File: config.mk
export PLATFORM = sky130hd
export DESIGN_NAME = vision_top
export DESIGN_NICKNAME = d
export VERILOG_FILES = /design/src/common/vision_pkg.sv /design/src/vision_top.sv /design/src/video_compose.sv /design/src/tracker/center_of_mass.sv /design/src/tracker/pixel_mask.sv /design/src/fb_address.sv /design/src/vision_regs.sv /design/src/video_timing.sv
export SDC_FILE = /design/constraint.sdc
export NUM_CORES = 1
export LEC_CHECK = 0
export ABC_AREA = 1
export BUFFER_PORTS_ARGS = -buffer_cell sky130_fd_sc_hd__buf_2
export CELL_PAD_IN_SITES_DETAIL_PLACEMENT = 1
export CELL_PAD_IN_SITES_GLOBAL_PLACEMENT = 2
export CORE_MARGIN = 2
export CORE_UTILIZATION = 33
export CTS_BUF_LIST = sky130_fd_sc_hd__clkbuf_8
export DETAILED_ROUTE_END_ITERATION = 7
export PLACE_DENSITY_LB_ADDON = 0.1
export SLEW_MARGIN = 10
export SYNTH_ARGS = -nofsm -noshare
export SYNTH_HDL_FRONTEND = slang
export SYNTH_HIERARCHICAL = 1
export SYNTH_SLANG_ARGS = --single-unit
File: constraint.sdc
create_clock -name clk_pixel -period 6 [get_ports clk_pixel]
set_clock_uncertainty 0.1 [all_clocks]
set_input_delay 0.3 -clock clk_pixel [delete_from_list [all_inputs] [get_ports clk_pixel]]
set_output_delay 0.3 -clock clk_pixel [all_outputs]
set_load 0.01 [all_outputs]
File: src/common/vision_pkg.sv
`default_nettype none

package vision_pkg;

    localparam int coord_w = 16;      // every screen and frame-buffer coordinate
    localparam int chan_w = 2;
    localparam int mode_w = 2;
    localparam int apb_addr_w = 8;
    localparam int apb_data_w = 32;

    // cycles from a counter value to its output pixel
    localparam int PIPE_DELAY = 4;

    // channel codes are the byte index into the pixel array view
    localparam logic [chan_w-1:0] CH_BLUE  = 2'd0;
    localparam logic [chan_w-1:0] CH_GREEN = 2'd1;
    localparam logic [chan_w-1:0] CH_RED   = 2'd2;  // code 3 selects a zero channel

    localparam logic [mode_w-1:0] MODE_CAMERA    = 2'd0;
    localparam logic [mode_w-1:0] MODE_CHANNEL   = 2'd1;
    localparam logic [mode_w-1:0] MODE_MASK      = 2'd2;
    localparam logic [mode_w-1:0] MODE_CROSSHAIR = 2'd3;

    // apb register map
    localparam logic [apb_addr_w-1:0] REG_CTRL   = 8'h00;  // channel, mode, scale_4x
    localparam logic [apb_addr_w-1:0] REG_THRESH = 8'h04;  // lower, upper
    localparam logic [apb_addr_w-1:0] REG_COM    = 8'h08;  // read only, com_y:com_x

    typedef struct packed {
        logic [7:0] red;    // top byte
        logic [7:0] green;
        logic [7:0] blue;
    } rgb_t;

    // same 24 bits, named colors or an array indexed by channel code
    typedef union packed {
        rgb_t            rgb;
        logic [2:0][7:0] chan;  // chan[2] red, chan[0] blue
    } pixel_t;

endpackage

`default_nettype wire
File: src/vision_top.sv
`default_nettype none

module vision_top #(
    parameter int  H_ACTIVE = 1280,
    parameter int  H_FRONT  = 110,
    parameter int  H_SYNC   = 40,
    parameter int  H_BACK   = 220,
    parameter int  V_ACTIVE = 720,
    parameter int  V_FRONT  = 5,
    parameter int  V_SYNC   = 5,
    parameter int  V_BACK   = 20,
    parameter int  FB_W     = 320,
    parameter int  FB_H     = 180,
    localparam int fb_addr_w = $clog2(FB_W * FB_H)
) (
    input  wire                               clk_pixel,
    input  wire                               recent_reset,
    input  wire                               psel,
    input  wire                               penable,
    input  wire                               pwrite,
    input  wire  [vision_pkg::apb_addr_w-1:0] paddr,
    input  wire  [vision_pkg::apb_data_w-1:0] pwdata,
    output logic [vision_pkg::apb_data_w-1:0] prdata,
    output logic                              pready,
    output logic                              pslverr,
    output logic [fb_addr_w-1:0]              fb_addr,
    output logic                              fb_valid,
    input  wire  vision_pkg::pixel_t          fb_pixel,  // one cycle after fb_addr
    output vision_pkg::pixel_t                pix_out,
    output logic                              hsync,
    output logic                              vsync,
    output logic                              de,
    output logic [vision_pkg::coord_w-1:0]    com_x,
    output logic [vision_pkg::coord_w-1:0]    com_y,
    output logic                              com_valid
);
    import vision_pkg::*;

    logic [coord_w-1:0] hcount, vcount, hcount_d, vcount_d;   // cycle 0 and mask-stage copies
    logic               new_frame, new_frame_d, hsync_d, vsync_d, active_d;
    logic [chan_w-1:0]  channel;
    logic [mode_w-1:0]  mode;
    logic               scale_4x, fb_valid_d, mask;
    logic [7:0]         lower, upper, chan_byte;
    pixel_t             pixel;

    video_timing #(
        .H_ACTIVE(H_ACTIVE), .H_FRONT(H_FRONT), .H_SYNC(H_SYNC), .H_BACK(H_BACK),
        .V_ACTIVE(V_ACTIVE), .V_FRONT(V_FRONT), .V_SYNC(V_SYNC), .V_BACK(V_BACK)
    ) i_video_timing (
        .clk_pixel, .recent_reset, .hcount, .vcount,
        .hsync(), .vsync(), .active(),          // only the delayed copies leave
        .new_frame, .hcount_d, .vcount_d, .hsync_d, .vsync_d, .active_d, .new_frame_d
    );

    vision_regs i_vision_regs (
        .clk_pixel, .recent_reset, .psel, .penable, .pwrite, .paddr, .pwdata,
        .new_frame, .com_x, .com_y, .prdata, .pready, .pslverr,
        .channel, .mode, .scale_4x, .lower, .upper
    );

    fb_address #(.FB_W(FB_W), .FB_H(FB_H)) i_fb_address (
        .clk_pixel, .hcount, .vcount, .scale_4x, .fb_addr, .fb_valid, .fb_valid_d
    );

    pixel_mask i_pixel_mask (
        .clk_pixel, .recent_reset, .fb_pixel, .fb_valid_d, .channel, .lower, .upper,
        .pixel, .chan_byte, .mask
    );

    center_of_mass i_center_of_mass (
        .clk_pixel, .recent_reset, .x(hcount_d), .y(vcount_d), .mask,
        .frame_end(new_frame_d), .com_x, .com_y, .com_valid
    );

    video_compose i_video_compose (
        .clk_pixel, .recent_reset, .pixel, .chan_byte, .mask, .mode,
        .hcount_d, .vcount_d, .com_x, .com_y, .hsync_d, .vsync_d, .active_d,
        .pix_out, .hsync_out(hsync), .vsync_out(vsync), .de
    );

endmodule

`default_nettype wire

File: src/video_compose.sv
`default_nettype none

module video_compose (
    input  wire                            clk_pixel,
    input  wire                            recent_reset,
    input  wire  vision_pkg::pixel_t       pixel,
    input  wire  [7:0]                     chan_byte,
    input  wire                            mask,
    input  wire  [vision_pkg::mode_w-1:0]  mode,
    input  wire  [vision_pkg::coord_w-1:0] hcount_d,
    input  wire  [vision_pkg::coord_w-1:0] vcount_d,
    input  wire  [vision_pkg::coord_w-1:0] com_x,
    input  wire  [vision_pkg::coord_w-1:0] com_y,
    input  wire                            hsync_d,
    input  wire                            vsync_d,
    input  wire                            active_d,
    output vision_pkg::pixel_t             pix_out,
    output logic                           hsync_out,
    output logic                           vsync_out,
    output logic                           de
);
    import vision_pkg::*;

    pixel_t shade;
    logic   on_cross;

    assign on_cross = (hcount_d == com_x) || (vcount_d == com_y);  // column or row of the com

    always_comb begin
        shade = pixel;                      // camera view
        case (mode)
            MODE_CHANNEL: begin
                shade.rgb.red   = chan_byte;  // grayscale from one channel
                shade.rgb.green = chan_byte;
                shade.rgb.blue  = chan_byte;
            end
            MODE_MASK:      shade = mask ? '1 : '0;
            MODE_CROSSHAIR: shade = on_cross ? '1 : pixel;
            default:        shade = pixel;
        endcase
    end

    always_ff @(posedge clk_pixel) begin
        if (recent_reset) begin
            pix_out   <= '0;
            hsync_out <= 1'b0;
            vsync_out <= 1'b0;
            de        <= 1'b0;
        end else begin
            pix_out   <= active_d ? shade : '0;  // blank outside the active area
            hsync_out <= hsync_d;
            vsync_out <= vsync_d;
            de        <= active_d;
        end
    end

endmodule

`default_nettype wire

File: src/tracker/center_of_mass.sv
`default_nettype none

module center_of_mass (
    input  wire                            clk_pixel,
    input  wire                            recent_reset,
    input  wire  [vision_pkg::coord_w-1:0] x,
    input  wire  [vision_pkg::coord_w-1:0] y,
    input  wire                            mask,
    input  wire                            frame_end,   // first pixel of the next frame
    output logic [vision_pkg::coord_w-1:0] com_x,
    output logic [vision_pkg::coord_w-1:0] com_y,
    output logic                           com_valid
);
    import vision_pkg::*;

    localparam int sum_w = 2 * coord_w;        // holds a full 1280x720 frame of sums
    localparam int step_w = $clog2(sum_w);

    logic [sum_w-1:0]   sum_x, sum_y, count;   // running totals for this frame
    logic [sum_w-1:0]   snap_y, divisor;       // last frame, kept while dividing
    logic [sum_w-1:0]   rem, quo, rem_next, quo_next;
    logic [sum_w:0]     trial;
    logic [step_w-1:0]  step;
    logic               busy, second;          // second: working on y
    logic [coord_w-1:0] res_x;

    // one restoring step: shift in the next dividend bit, subtract if it fits
    always_comb begin
        trial = {rem, quo[sum_w-1]};
        if (trial >= {1'b0, divisor}) begin
            rem_next = sum_w'(trial - {1'b0, divisor});
            quo_next = {quo[sum_w-2:0], 1'b1};
        end else begin
            rem_next = trial[sum_w-1:0];
            quo_next = {quo[sum_w-2:0], 1'b0};
        end
    end

    always_ff @(posedge clk_pixel) begin
        if (recent_reset) begin
            sum_x <= '0;
            sum_y <= '0;
            count <= '0;
        end else if (frame_end) begin
            sum_x <= mask ? sum_w'(x) : '0;     // restart with this pixel
            sum_y <= mask ? sum_w'(y) : '0;
            count <= sum_w'(mask);
        end else if (mask) begin
            sum_x <= sum_x + sum_w'(x);
            sum_y <= sum_y + sum_w'(y);
            count <= count + 1'b1;
        end
    end

    always_ff @(posedge clk_pixel) begin
        if (recent_reset) begin
            busy      <= 1'b0;
            second    <= 1'b0;
            step      <= '0;
            com_valid <= 1'b0;
            com_x     <= '0;
            com_y     <= '0;
        end else begin
            com_valid <= 1'b0;
            if (frame_end && (count != '0)) begin  // empty frame keeps the old center
                busy    <= 1'b1;
                second  <= 1'b0;
                step    <= '0;
                rem     <= '0;
                quo     <= sum_x;
                divisor <= count;
                snap_y  <= sum_y;
            end else if (busy) begin
                step <= step + 1'b1;
                rem  <= rem_next;
                quo  <= quo_next;
                if (step == step_w'(sum_w - 1)) begin
                    if (!second) begin
                        res_x  <= quo_next[coord_w-1:0];  // mean fits a coordinate
                        second <= 1'b1;
                        rem    <= '0;
                        quo    <= snap_y;
                    end else begin
                        busy      <= 1'b0;
                        com_valid <= 1'b1;
                        com_x     <= res_x;
                        com_y     <= quo_next[coord_w-1:0];
                    end
                end
            end
        end
    end

endmodule

`default_nettype wire

File: src/tracker/pixel_mask.sv
`default_nettype none

module pixel_mask (
    input  wire                            clk_pixel,
    input  wire                            recent_reset,
    input  wire  vision_pkg::pixel_t       fb_pixel,
    input  wire                            fb_valid_d,
    input  wire  [vision_pkg::chan_w-1:0]  channel,
    input  wire  [7:0]                     lower,
    input  wire  [7:0]                     upper,
    output vision_pkg::pixel_t             pixel,
    output logic [7:0]                     chan_byte,
    output logic                           mask
);
    import vision_pkg::*;

    pixel_t     pix_in;
    logic [7:0] sel;

    assign pix_in = fb_valid_d ? fb_pixel : '0;  // black outside the buffer

    // byte array view, code 3 has no channel
    assign sel = (channel > CH_RED) ? 8'h00 : pix_in.chan[channel];

    always_ff @(posedge clk_pixel) begin
        pixel     <= pix_in;
        chan_byte <= sel;
        if (recent_reset) begin
            mask <= 1'b0;
        end else begin
            mask <= fb_valid_d && (sel >= lower) && (sel <= upper);  // inclusive window
        end
    end

endmodule

`default_nettype wire

File: src/fb_address.sv
`default_nettype none

module fb_address #(
    parameter int  FB_W = 320,
    parameter int  FB_H = 180,
    localparam int addr_w = $clog2(FB_W * FB_H)
) (
    input  wire                          clk_pixel,
    input  wire [vision_pkg::coord_w-1:0] hcount,
    input  wire [vision_pkg::coord_w-1:0] vcount,
    input  wire                          scale_4x,
    output logic [addr_w-1:0]            fb_addr,
    output logic                         fb_valid,
    output logic                         fb_valid_d    // lines up with the returned pixel
);
    import vision_pkg::*;

    logic [coord_w-1:0]   sx, sy;    // frame-buffer column and row
    logic [coord_w-1:0]   mx;        // column after the mirror
    logic [2*coord_w-1:0] linear;

    assign sx = scale_4x ? (hcount >> 2) : hcount;
    assign sy = scale_4x ? (vcount >> 2) : vcount;
    assign mx = coord_w'(FB_W - 1) - sx;  // wraps outside the buffer, masked by fb_valid
    assign linear = sy * coord_w'(FB_W) + mx;

    // registered like the address port of a block ram
    always_ff @(posedge clk_pixel) begin
        fb_addr    <= linear[addr_w-1:0];
        fb_valid   <= (sx < FB_W) && (sy < FB_H);
        fb_valid_d <= fb_valid;
    end

endmodule

`default_nettype wire

File: src/vision_regs.sv
`default_nettype none

module vision_regs (
    input  wire                               clk_pixel,
    input  wire                               recent_reset,
    input  wire                               psel,
    input  wire                               penable,
    input  wire                               pwrite,
    input  wire  [vision_pkg::apb_addr_w-1:0] paddr,
    input  wire  [vision_pkg::apb_data_w-1:0] pwdata,
    input  wire                               new_frame,
    input  wire  [vision_pkg::coord_w-1:0]    com_x,
    input  wire  [vision_pkg::coord_w-1:0]    com_y,
    output logic [vision_pkg::apb_data_w-1:0] prdata,
    output logic                              pready,
    output logic                              pslverr,
    output logic [vision_pkg::chan_w-1:0]     channel,
    output logic [vision_pkg::mode_w-1:0]     mode,
    output logic                              scale_4x,
    output logic [7:0]                        lower,
    output logic [7:0]                        upper
);
    import vision_pkg::*;

    // values written over apb, waiting for the next frame
    logic [chan_w-1:0] pend_channel;
    logic [mode_w-1:0] pend_mode;
    logic              pend_scale;
    logic [7:0]        pend_lower, pend_upper;
    logic              access, mapped, wr_en;

    assign access = psel && penable;                      // access phase only
    assign mapped = (paddr == REG_CTRL) || (paddr == REG_THRESH) || (paddr == REG_COM);
    assign wr_en = access && pwrite && mapped && (paddr != REG_COM);
    assign pready = 1'b1;                                 // no wait states
    assign pslverr = access && (!mapped || (pwrite && (paddr == REG_COM)));

    always_ff @(posedge clk_pixel) begin
        if (recent_reset) begin
            pend_channel <= '0;
            pend_mode    <= '0;
            pend_scale   <= 1'b0;
            pend_lower   <= 8'h00;
            pend_upper   <= 8'hFF;  // open window
        end else if (wr_en) begin
            if (paddr == REG_CTRL) begin
                pend_channel <= pwdata[1:0];
                pend_mode    <= pwdata[3:2];
                pend_scale   <= pwdata[4];
            end else begin
                pend_lower <= pwdata[7:0];
                pend_upper <= pwdata[15:8];
            end
        end
    end

    // live copy changes only at a frame boundary
    always_ff @(posedge clk_pixel) begin
        if (recent_reset) begin
            channel  <= '0;
            mode     <= '0;
            scale_4x <= 1'b0;
            lower    <= 8'h00;
            upper    <= 8'hFF;
        end else if (new_frame) begin
            channel  <= pend_channel;
            mode     <= pend_mode;
            scale_4x <= pend_scale;
            lower    <= pend_lower;
            upper    <= pend_upper;
        end
    end

    always_comb begin
        case (paddr)
            REG_CTRL:   prdata = {{(apb_data_w - 5){1'b0}}, scale_4x, mode, channel};
            REG_THRESH: prdata = {{(apb_data_w - 16){1'b0}}, upper, lower};
            REG_COM:    prdata = {com_y, com_x};
            default:    prdata = '0;
        endcase
    end

endmodule

`default_nettype wire

File: src/video_timing.sv
`default_nettype none

module video_timing #(
    parameter int H_ACTIVE = 1280,
    parameter int H_FRONT  = 110,
    parameter int H_SYNC   = 40,
    parameter int H_BACK   = 220,
    parameter int V_ACTIVE = 720,
    parameter int V_FRONT  = 5,
    parameter int V_SYNC   = 5,
    parameter int V_BACK   = 20
) (
    input  wire                            clk_pixel,
    input  wire                            recent_reset,
    output logic [vision_pkg::coord_w-1:0] hcount,
    output logic [vision_pkg::coord_w-1:0] vcount,
    output logic                           hsync,
    output logic                           vsync,
    output logic                           active,
    output logic                           new_frame,
    output logic [vision_pkg::coord_w-1:0] hcount_d,     // copies lined up with the mask stage
    output logic [vision_pkg::coord_w-1:0] vcount_d,
    output logic                           hsync_d,
    output logic                           vsync_d,
    output logic                           active_d,
    output logic                           new_frame_d
);
    import vision_pkg::*;

    localparam logic [coord_w-1:0] h_last = coord_w'(H_ACTIVE + H_FRONT + H_SYNC + H_BACK - 1);
    localparam logic [coord_w-1:0] v_last = coord_w'(V_ACTIVE + V_FRONT + V_SYNC + V_BACK - 1);
    localparam int lag = PIPE_DELAY - 1;  // counters -> fb addr -> fb data -> mask

    logic [lag-1:0][coord_w-1:0] hc_pipe, vc_pipe;
    logic [lag-1:0]              hs_pipe, vs_pipe, act_pipe, nf_pipe;

    always_ff @(posedge clk_pixel) begin
        if (recent_reset) begin
            hcount <= '0;
            vcount <= '0;
        end else if (hcount == h_last) begin
            hcount <= '0;
            vcount <= (vcount == v_last) ? '0 : vcount + 1'b1;  // wrap to top of screen
        end else begin
            hcount <= hcount + 1'b1;
        end
    end

    // sync pulses active high, counted from the end of the active area
    assign hsync = (hcount >= H_ACTIVE + H_FRONT) && (hcount < H_ACTIVE + H_FRONT + H_SYNC);
    assign vsync = (vcount >= V_ACTIVE + V_FRONT) && (vcount < V_ACTIVE + V_FRONT + V_SYNC);
    assign active = (hcount < H_ACTIVE) && (vcount < V_ACTIVE);
    assign new_frame = (hcount == '0) && (vcount == '0);  // one cycle at the origin

    always_ff @(posedge clk_pixel) begin
        hc_pipe <= {hc_pipe[lag-2:0], hcount};
        vc_pipe <= {vc_pipe[lag-2:0], vcount};
        if (recent_reset) begin
            hs_pipe  <= '0;
            vs_pipe  <= '0;
            act_pipe <= '0;
            nf_pipe  <= '0;
        end else begin
            hs_pipe  <= {hs_pipe[lag-2:0], hsync};
            vs_pipe  <= {vs_pipe[lag-2:0], vsync};
            act_pipe <= {act_pipe[lag-2:0], active};
            nf_pipe  <= {nf_pipe[lag-2:0], new_frame};
        end
    end

    assign hcount_d    = hc_pipe[lag-1];
    assign vcount_d    = vc_pipe[lag-1];
    assign hsync_d     = hs_pipe[lag-1];
    assign vsync_d     = vs_pipe[lag-1];
    assign active_d    = act_pipe[lag-1];
    assign new_frame_d = nf_pipe[lag-1];    // frame end seen by the com sums

endmodule

`default_nettype wire

==> results of run 1 <==
## per-layer routing
layer | track usage | vias up | wire length [µm]
met3 | 0.0400 | 127 | 3520
met1 | 0.272 | 11600 | 44000
met2 | 0.366 | 293 | 44800
li1 | - | 12800 | -
met5 | 0 | - | 10
met4 | 0.0555 | 2 | 2020
## worst paths after layout
| path | startpoint | to | slack, ns | cells after the start |
|---|---|---|---|---|
| max | i_vision_regs/scale_4x | i_fb_address/fb_addr[15] | 2.23 | 20 |
| min | paddr[3] | i_vision_regs/pend_lower[3] | 0.06 | 8 |
| max reg2reg | i_vision_regs/scale_4x | i_fb_address/fb_addr[15] | 2.23 | 20 |
| min reg2reg | i_video_timing/vc_pipe[14] | i_video_timing/vc_pipe[30] | 0.22 | 0 |
## worst reg2reg max path, delay by kind of cell (launching register included)
kind	cells	cell delay, ns
adder cells (fa/ha/maj)	4	1.24
AND/OR/NAND/NOR	6	0.46
XOR/XNOR	1	0.14
buffers and inverters	3	0.54
AO/OA/AOI/OAI	6	0.79
flip-flops	1	0.42
## cell type report
| class | instances | area [µm²] |
|---|---|---|
| multi-input cells | 2679 | 13200 |
| clock inverters | 68 | 531 |
| clock buffers | 119 | 1640 |
| diodes | 1 | 2.50 |
| repair buffers | 222 | 1370 |
| fillers | 10700 | 52700 |
| flip-flops and latches | 540 | 12300 |
| well taps | 1144 | 1430 |
| inverters | 624 | 2350 |
## report_power, final
group          internal (mW)  total (mW)  switching, mW  leakage, nW
sequential              3.87        3.97         0.0952         4.52
combinational          0.328        1.00          0.673         9.85
clock                   2.16        3.82           1.66         1.23
total                   6.36        8.78           2.43         15.6
## metrics by stage
stage	setup WS, ns	hold slack, ns	instances	utilization
after detailed placement	2.17	0.213	5166	0.353
after global placement	2.20	0.211	5166	0.353
final	2.23	0.0616	5397	0.383
after floorplan	1.39	0.210	3966	-
after global routing	1.88	0.0726	5397	0.383
after CTS	2.17	0.00495	5396	0.383
## timing repair
action	4_1_cts	5_1_grt
endpoints found under the hold margin	49	0
hold buffers	43	0
setup buffers	0	0
## sequential cells by signal, indices dropped and copies added, names as in the netlist, 24 cells and up
name and flops:
i_center_of_mass/count 32, i_center_of_mass/divisor 32, i_center_of_mass/quo 32, i_center_of_mass/rem 32, i_center_of_mass/snap_y 32, i_center_of_mass/sum_x 32, i_center_of_mass/sum_y 32, i_pixel_mask/pixel 24
i_video_compose/pix_out 24, i_video_timing/hc_pipe 32, i_video_timing/vc_pipe 32
==> reports/metrics.yaml, run 1 <==
status:
  run_status: "complete, no violations"
critical_path:
  crit_buf_inv: 3
  crit_top_cell: "nand2_1"
  crit_path_start_kind: "flip-flop"
  cp_top_family: "adder cells"
  slowest_stage: "dfxtp_1"
  worstPathArrival_ns: 4.30
  cpPeakStageDelay_ns: 0.42
  cp-end-kind: "flip-flop"
  crit_required_ns: 6.53
  critical_path_class: "reg -> reg"
  crit_chain: "buf_4, nand2_1, o21ai_0, inv_1, ha_1, ha_1, a21oi_1, nand2_1, nand2_1, nand2_1, a21oi_1, xnor2_1, ha_1, ha_1, a21oi_1, o21ai_0, a31oi_1, inv_1, nand2_1, nand2_1"
  path_max_fanout: 35
timing:
  rsz0062_at_grt: "no"
  period_needed_ns: 3.77
  setup_tns_ns: 0
  worstMarginPinSlew_ns: 1.04
  hold_viol: 0
  max_slew_margin: 0.305
  setup_viol: 0
  timing.final.crit_share: 0.628
  fmax_ghz: 0.265
  slew_viol_final: 0
global_route:
  grt_pass1_vias: 25500
  grt_max_degree: 65
  grt_pass1_wl_um: 148000
  grt_usage: 0.212
  gr-total-overflow: 0
  antenna_found_initial: 6
floorplan:
  die_y_um: 298
  die_width_um: 298
  start_util: 0.334
  ios: 180
  die-area_um2: 89000
  rows: 107
  core_area_um2: 85500
clocking:
  cts_resized: 0
  cts.path.max_buffers: 3
  cts_sinks: 540
  cts_tree: "yes"
  htreeDepth: 3
  root_buffer: "clkbuf_8"
  cts_inserted_buffers: 99
  cts.clk_slew.worst_paths_ns: 0.07
  clk_latency_ns: 0.73
placement:
  port_buffers: 162
  hpwl_um: 71800
  gp_congestion: 0.849
  dpl-instance-area_um2: 30200
route:
  drt_iter0_drc: 925
  wl_per_cell_um: 17.5
  vias: 24900
  routed_via_density: 4.61
  drc: 0
  antenna_left: 0
  dr.pass1.iters: 5
  wl_um: 94400
min_path:
  min_path_type: "in -> reg"
power:
  power_density_nw_per_um2: 268
  power.leakage_nw: 15.6
  vdd_drop_max_mv: 0.181
  total_power_mw: 8.78
logic_synthesis:
  synthesis.instances: 3966
  syn_nets: 4162
  synthesis.area_um2: 28600
  synth.avg_cell_area_um2: 7.21
  ys_warn_count: 6
flow_run:
  drv_cap: 0
final_layout:
  nets: 4362
  final_area_um2: 32800
  drive_above_1_share: 0.112
  layout_common_cells: "1,051 x nand2_1, 627 x inv_1, 621 x nor2_1, 395 x dfxtp_1, 237 x nand3_1"
  final_common_cell: "nand2_1"
  area_growth_pct: 14.7
(Power assumes the default switching activity.)
==> run 2: changes to the inputs <==
ABC_AREA = 0   (was 1)
CORE_UTILIZATION = 40   (was 33)
clock period = 3.54 ns   (was 6 ns; I/O delays follow)
==> reports/metrics.yaml, run 2 <==
status:
  run_status: "complete, no violations"
logic_synthesis:
  synth.most_common_cell: "dfxtp_1"
  synth.distinct_cells: 98
  synth-seq-area-share: 0.477
  synthArstFlopShare: 0
  yosys.area.top_type: "dfxtp_1"
  synth_flop_cell: "dfxtp_1"
  yosys-top-cells-count: "396 x dfxtp_1, 241 x nor2_1, 236 x nand2_1, 213 x a21oi_1, 144 x edfxtp_1"
  ys_warn_count: 6  # unchanged
  synthesis.instances: 2658  # -33%
  synth.avg_cell_area_um2: 9.66  # +34%
  synth_top_area_frac: 0.309
  synth_area_leaders: "dfxtp_1 31%, edfxtp_1 17%, ha_1 5.9%"
  syn_nets: 2854  # -31%
  ys_ff_latch: 540
  synth-edff-count: 144
  synthesis.area_um2: 25700  # -10%
clocking:
  cts.path.max_buffers: 3  # unchanged
  cts.clk_slew.worst_paths_ns: 0.06  # about the same
  clk_latency_ns: 0.71  # -0.02 ns
  cts_sinks: 540  # unchanged
  root_buffer: "clkbuf_8"
  cts_tree: "yes"
  cts_inserted_buffers: 94  # -5.1%
  htreeDepth: 3  # unchanged
timing:
  setup_slack_ns: 0.215  # -2.02 ns
  holdWs_ns: 0.0515  # -0.0101 ns
  timing.final.crit_share: 0.939  # +0.311
  slew_viol_final: 0  # unchanged
  rsz0062_at_grt: "no"
  setup_viol: 0  # unchanged
  worstMarginPinSlew_ns: 0.945  # -0.0971 ns
  period_needed_ns: 3.33  # -0.444 ns
  hold_viol: 0  # unchanged
  max_slew_margin: 0.370  # +0.0647
  setup_tns_ns: 0  # unchanged
  fmax_ghz: 0.301  # +13%
final_layout:
  nets: 3097  # -29%
  final_area_um2: 30200  # -8.1%
  fin_cells: 3830  # -29%
  layout_common_cells: "393 x dfxtp_1, 239 x nor2_1, 235 x nand2_1, 210 x a21oi_1, 161 x buf_2"
  final_common_cell: "dfxtp_1"
  area_growth_pct: 17.4
  drive_above_1_share: 0.155  # +0.0427
  fin_util: 0.476  # +0.0928
critical_path:
  cpPeakStageDelay_ns: 0.44  # +0.02 ns
  crit_path_start_kind: "flip-flop"
  cp-end-kind: "flip-flop"
  worstPathArrival_ns: 3.76  # -0.54 ns
  crit_required_ns: 3.98  # -2.55 ns
  path_max_fanout: 3  # -91%
  crit_chain: "inv_1, ha_1, inv_1, fa_1, a21o_2, a31oi_2, o31ai_2, a2111o_1, and4b_4, o31a_1, or3_1, a21oi_2"
  slowest_stage: "a2111o_1"
  crit_top_cell: "inv_1"
  critical_path_class: "reg -> reg"
  reg2reg_slack_ns: 0.21  # -2.02 ns
route:
  wl_um: 76200  # -19%
  routed_via_density: 5.34  # +16%
  vias: 20400  # -18%
  wl_per_cell_um: 19.9  # +14%
  dr.pass1.iters: 7  # +2
  drt_iter0_drc: 840  # -9.2%
  drc: 0  # unchanged
  antenna_left: 0  # unchanged
placement:
  dpl-instance-area_um2: 27400  # -9.3%
  place_inst: 3588  # -31%
  port_buffers: 162  # unchanged
  gp_congestion: 0.843  # -0.69%
  place_ws_ns: -0.136  # -2.31 ns
  hpwl_um: 54000  # -25%
floorplan:
  die-area_um2: 66200  # -26%
  ios: 180  # unchanged
  core_area_um2: 63300  # -26%
  die_y_um: 257  # -14%
  die_width_um: 257  # -14%
  start_util: 0.405  # +0.0712
  rows: 92  # -14%
power:
  power.leakage_nw: 12.7  # -19%
  vdd_drop_max_mv: 0.343  # +89%
  power_density_nw_per_um2: 454  # +70%
  total_power_mw: 13.7  # +56%
global_route:
  use_met3: 0.0463  # +0.00631
  grt_pass1_wl_um: 120000  # -19%
  grt_pass1_vias: 21600  # -15%
  grt_max_degree: 69  # +6.2%
  grtUsageMet1: 0.285  # +0.0130
  grt_busiest_layer: "met2"
  gr-usage-met2: 0.386  # +0.0201
  grt_usage: 0.227  # +0.0146
  antenna_found_initial: 2  # -4
  gr-total-overflow: 0  # unchanged
min_path:
  min_path_type: "in -> reg"
flow_run:
  drv_cap: 0  # unchanged
==> run 2: final timing paths <==
check,start,end,depth (start not counted)
setup / recovery,i_center_of_mass/quo[31],i_center_of_mass/rem[28],12
hold / removal,paddr[1],i_vision_regs/pend_channel[1],4
setup reg to reg,i_center_of_mass/quo[31],i_center_of_mass/rem[28],12
hold reg to reg,i_video_timing/vc_pipe[16],i_video_timing/vcount_d[0],0
==> run 2: cells by family (layout without fill, tap and decap cells) <==
family,after synthesis,count (layout),share of synthesized area
and+or+nand+nor,906,906,0.177
DFF,540,540,0.477
xor gates and xnor gates,147,147,0.0502
AOI/OAI and AO/OA,555,555,0.140
other,1,2,0.000146
muxes,113,113,0.0446
buffers and inverters,269,594,0.0480
adders and majority gates,127,127,0.0634
==> run 2: where the power goes <==
group          switching, mW  internal [mW]  total, mW  leakage (nW)
sequential             0.122           6.46       6.58          4.53
combinational          0.562          0.402      0.963          6.97
clock                   2.71           3.44       6.15          1.19
total                   3.39           10.3       13.7          12.7
==> run 2: cell type report <==
type | count | area, µm²
Antenna cell | 1 | 2.50
Clock buffer | 113 | 1560
Sequential cell | 540 | 12300
Tap cell | 846 | 1060
Multi-Input combinational cell | 1849 | 12300
Clock inverter | 65 | 500
Inverter | 111 | 417
Fill cell | 7236 | 33200
Timing Repair Buffer | 305 | 2060
==> run 2: timing repair <==
| item | 4_1_cts | 5_1_grt |
|---|---|---|
| pin swaps | 0 | 5 |
| gates resized for setup | 4 | 9 |
| buffers inserted | 0 | 1 |
| hold endpoints to repair | 77 | 0 |
| setup endpoints to repair | 2 | 6 |
| hold buffers | 62 | 0 |
==> run 2: metal layers <==
| metal | vias to the layer above | wire (µm) |
|---|---|---|
| met2 | 357 | 36500 |
| met3 | 147 | 3270 |
| met1 | 10000 | 33900 |
| met5 | - | 0 |
| li1 | 9911 | - |
| met4 | 0 | 2450 |
==> run 2: worst max-delay path: cells and delay by family, from the launching register on <==
kind / cells / cell delay, ns
flops: 1 / 0.38
compound gates: 6 / 1.47
buf+inv: 2 / 0.12
simple gates: 2 / 0.55
fa+ha+maj: 2 / 0.55
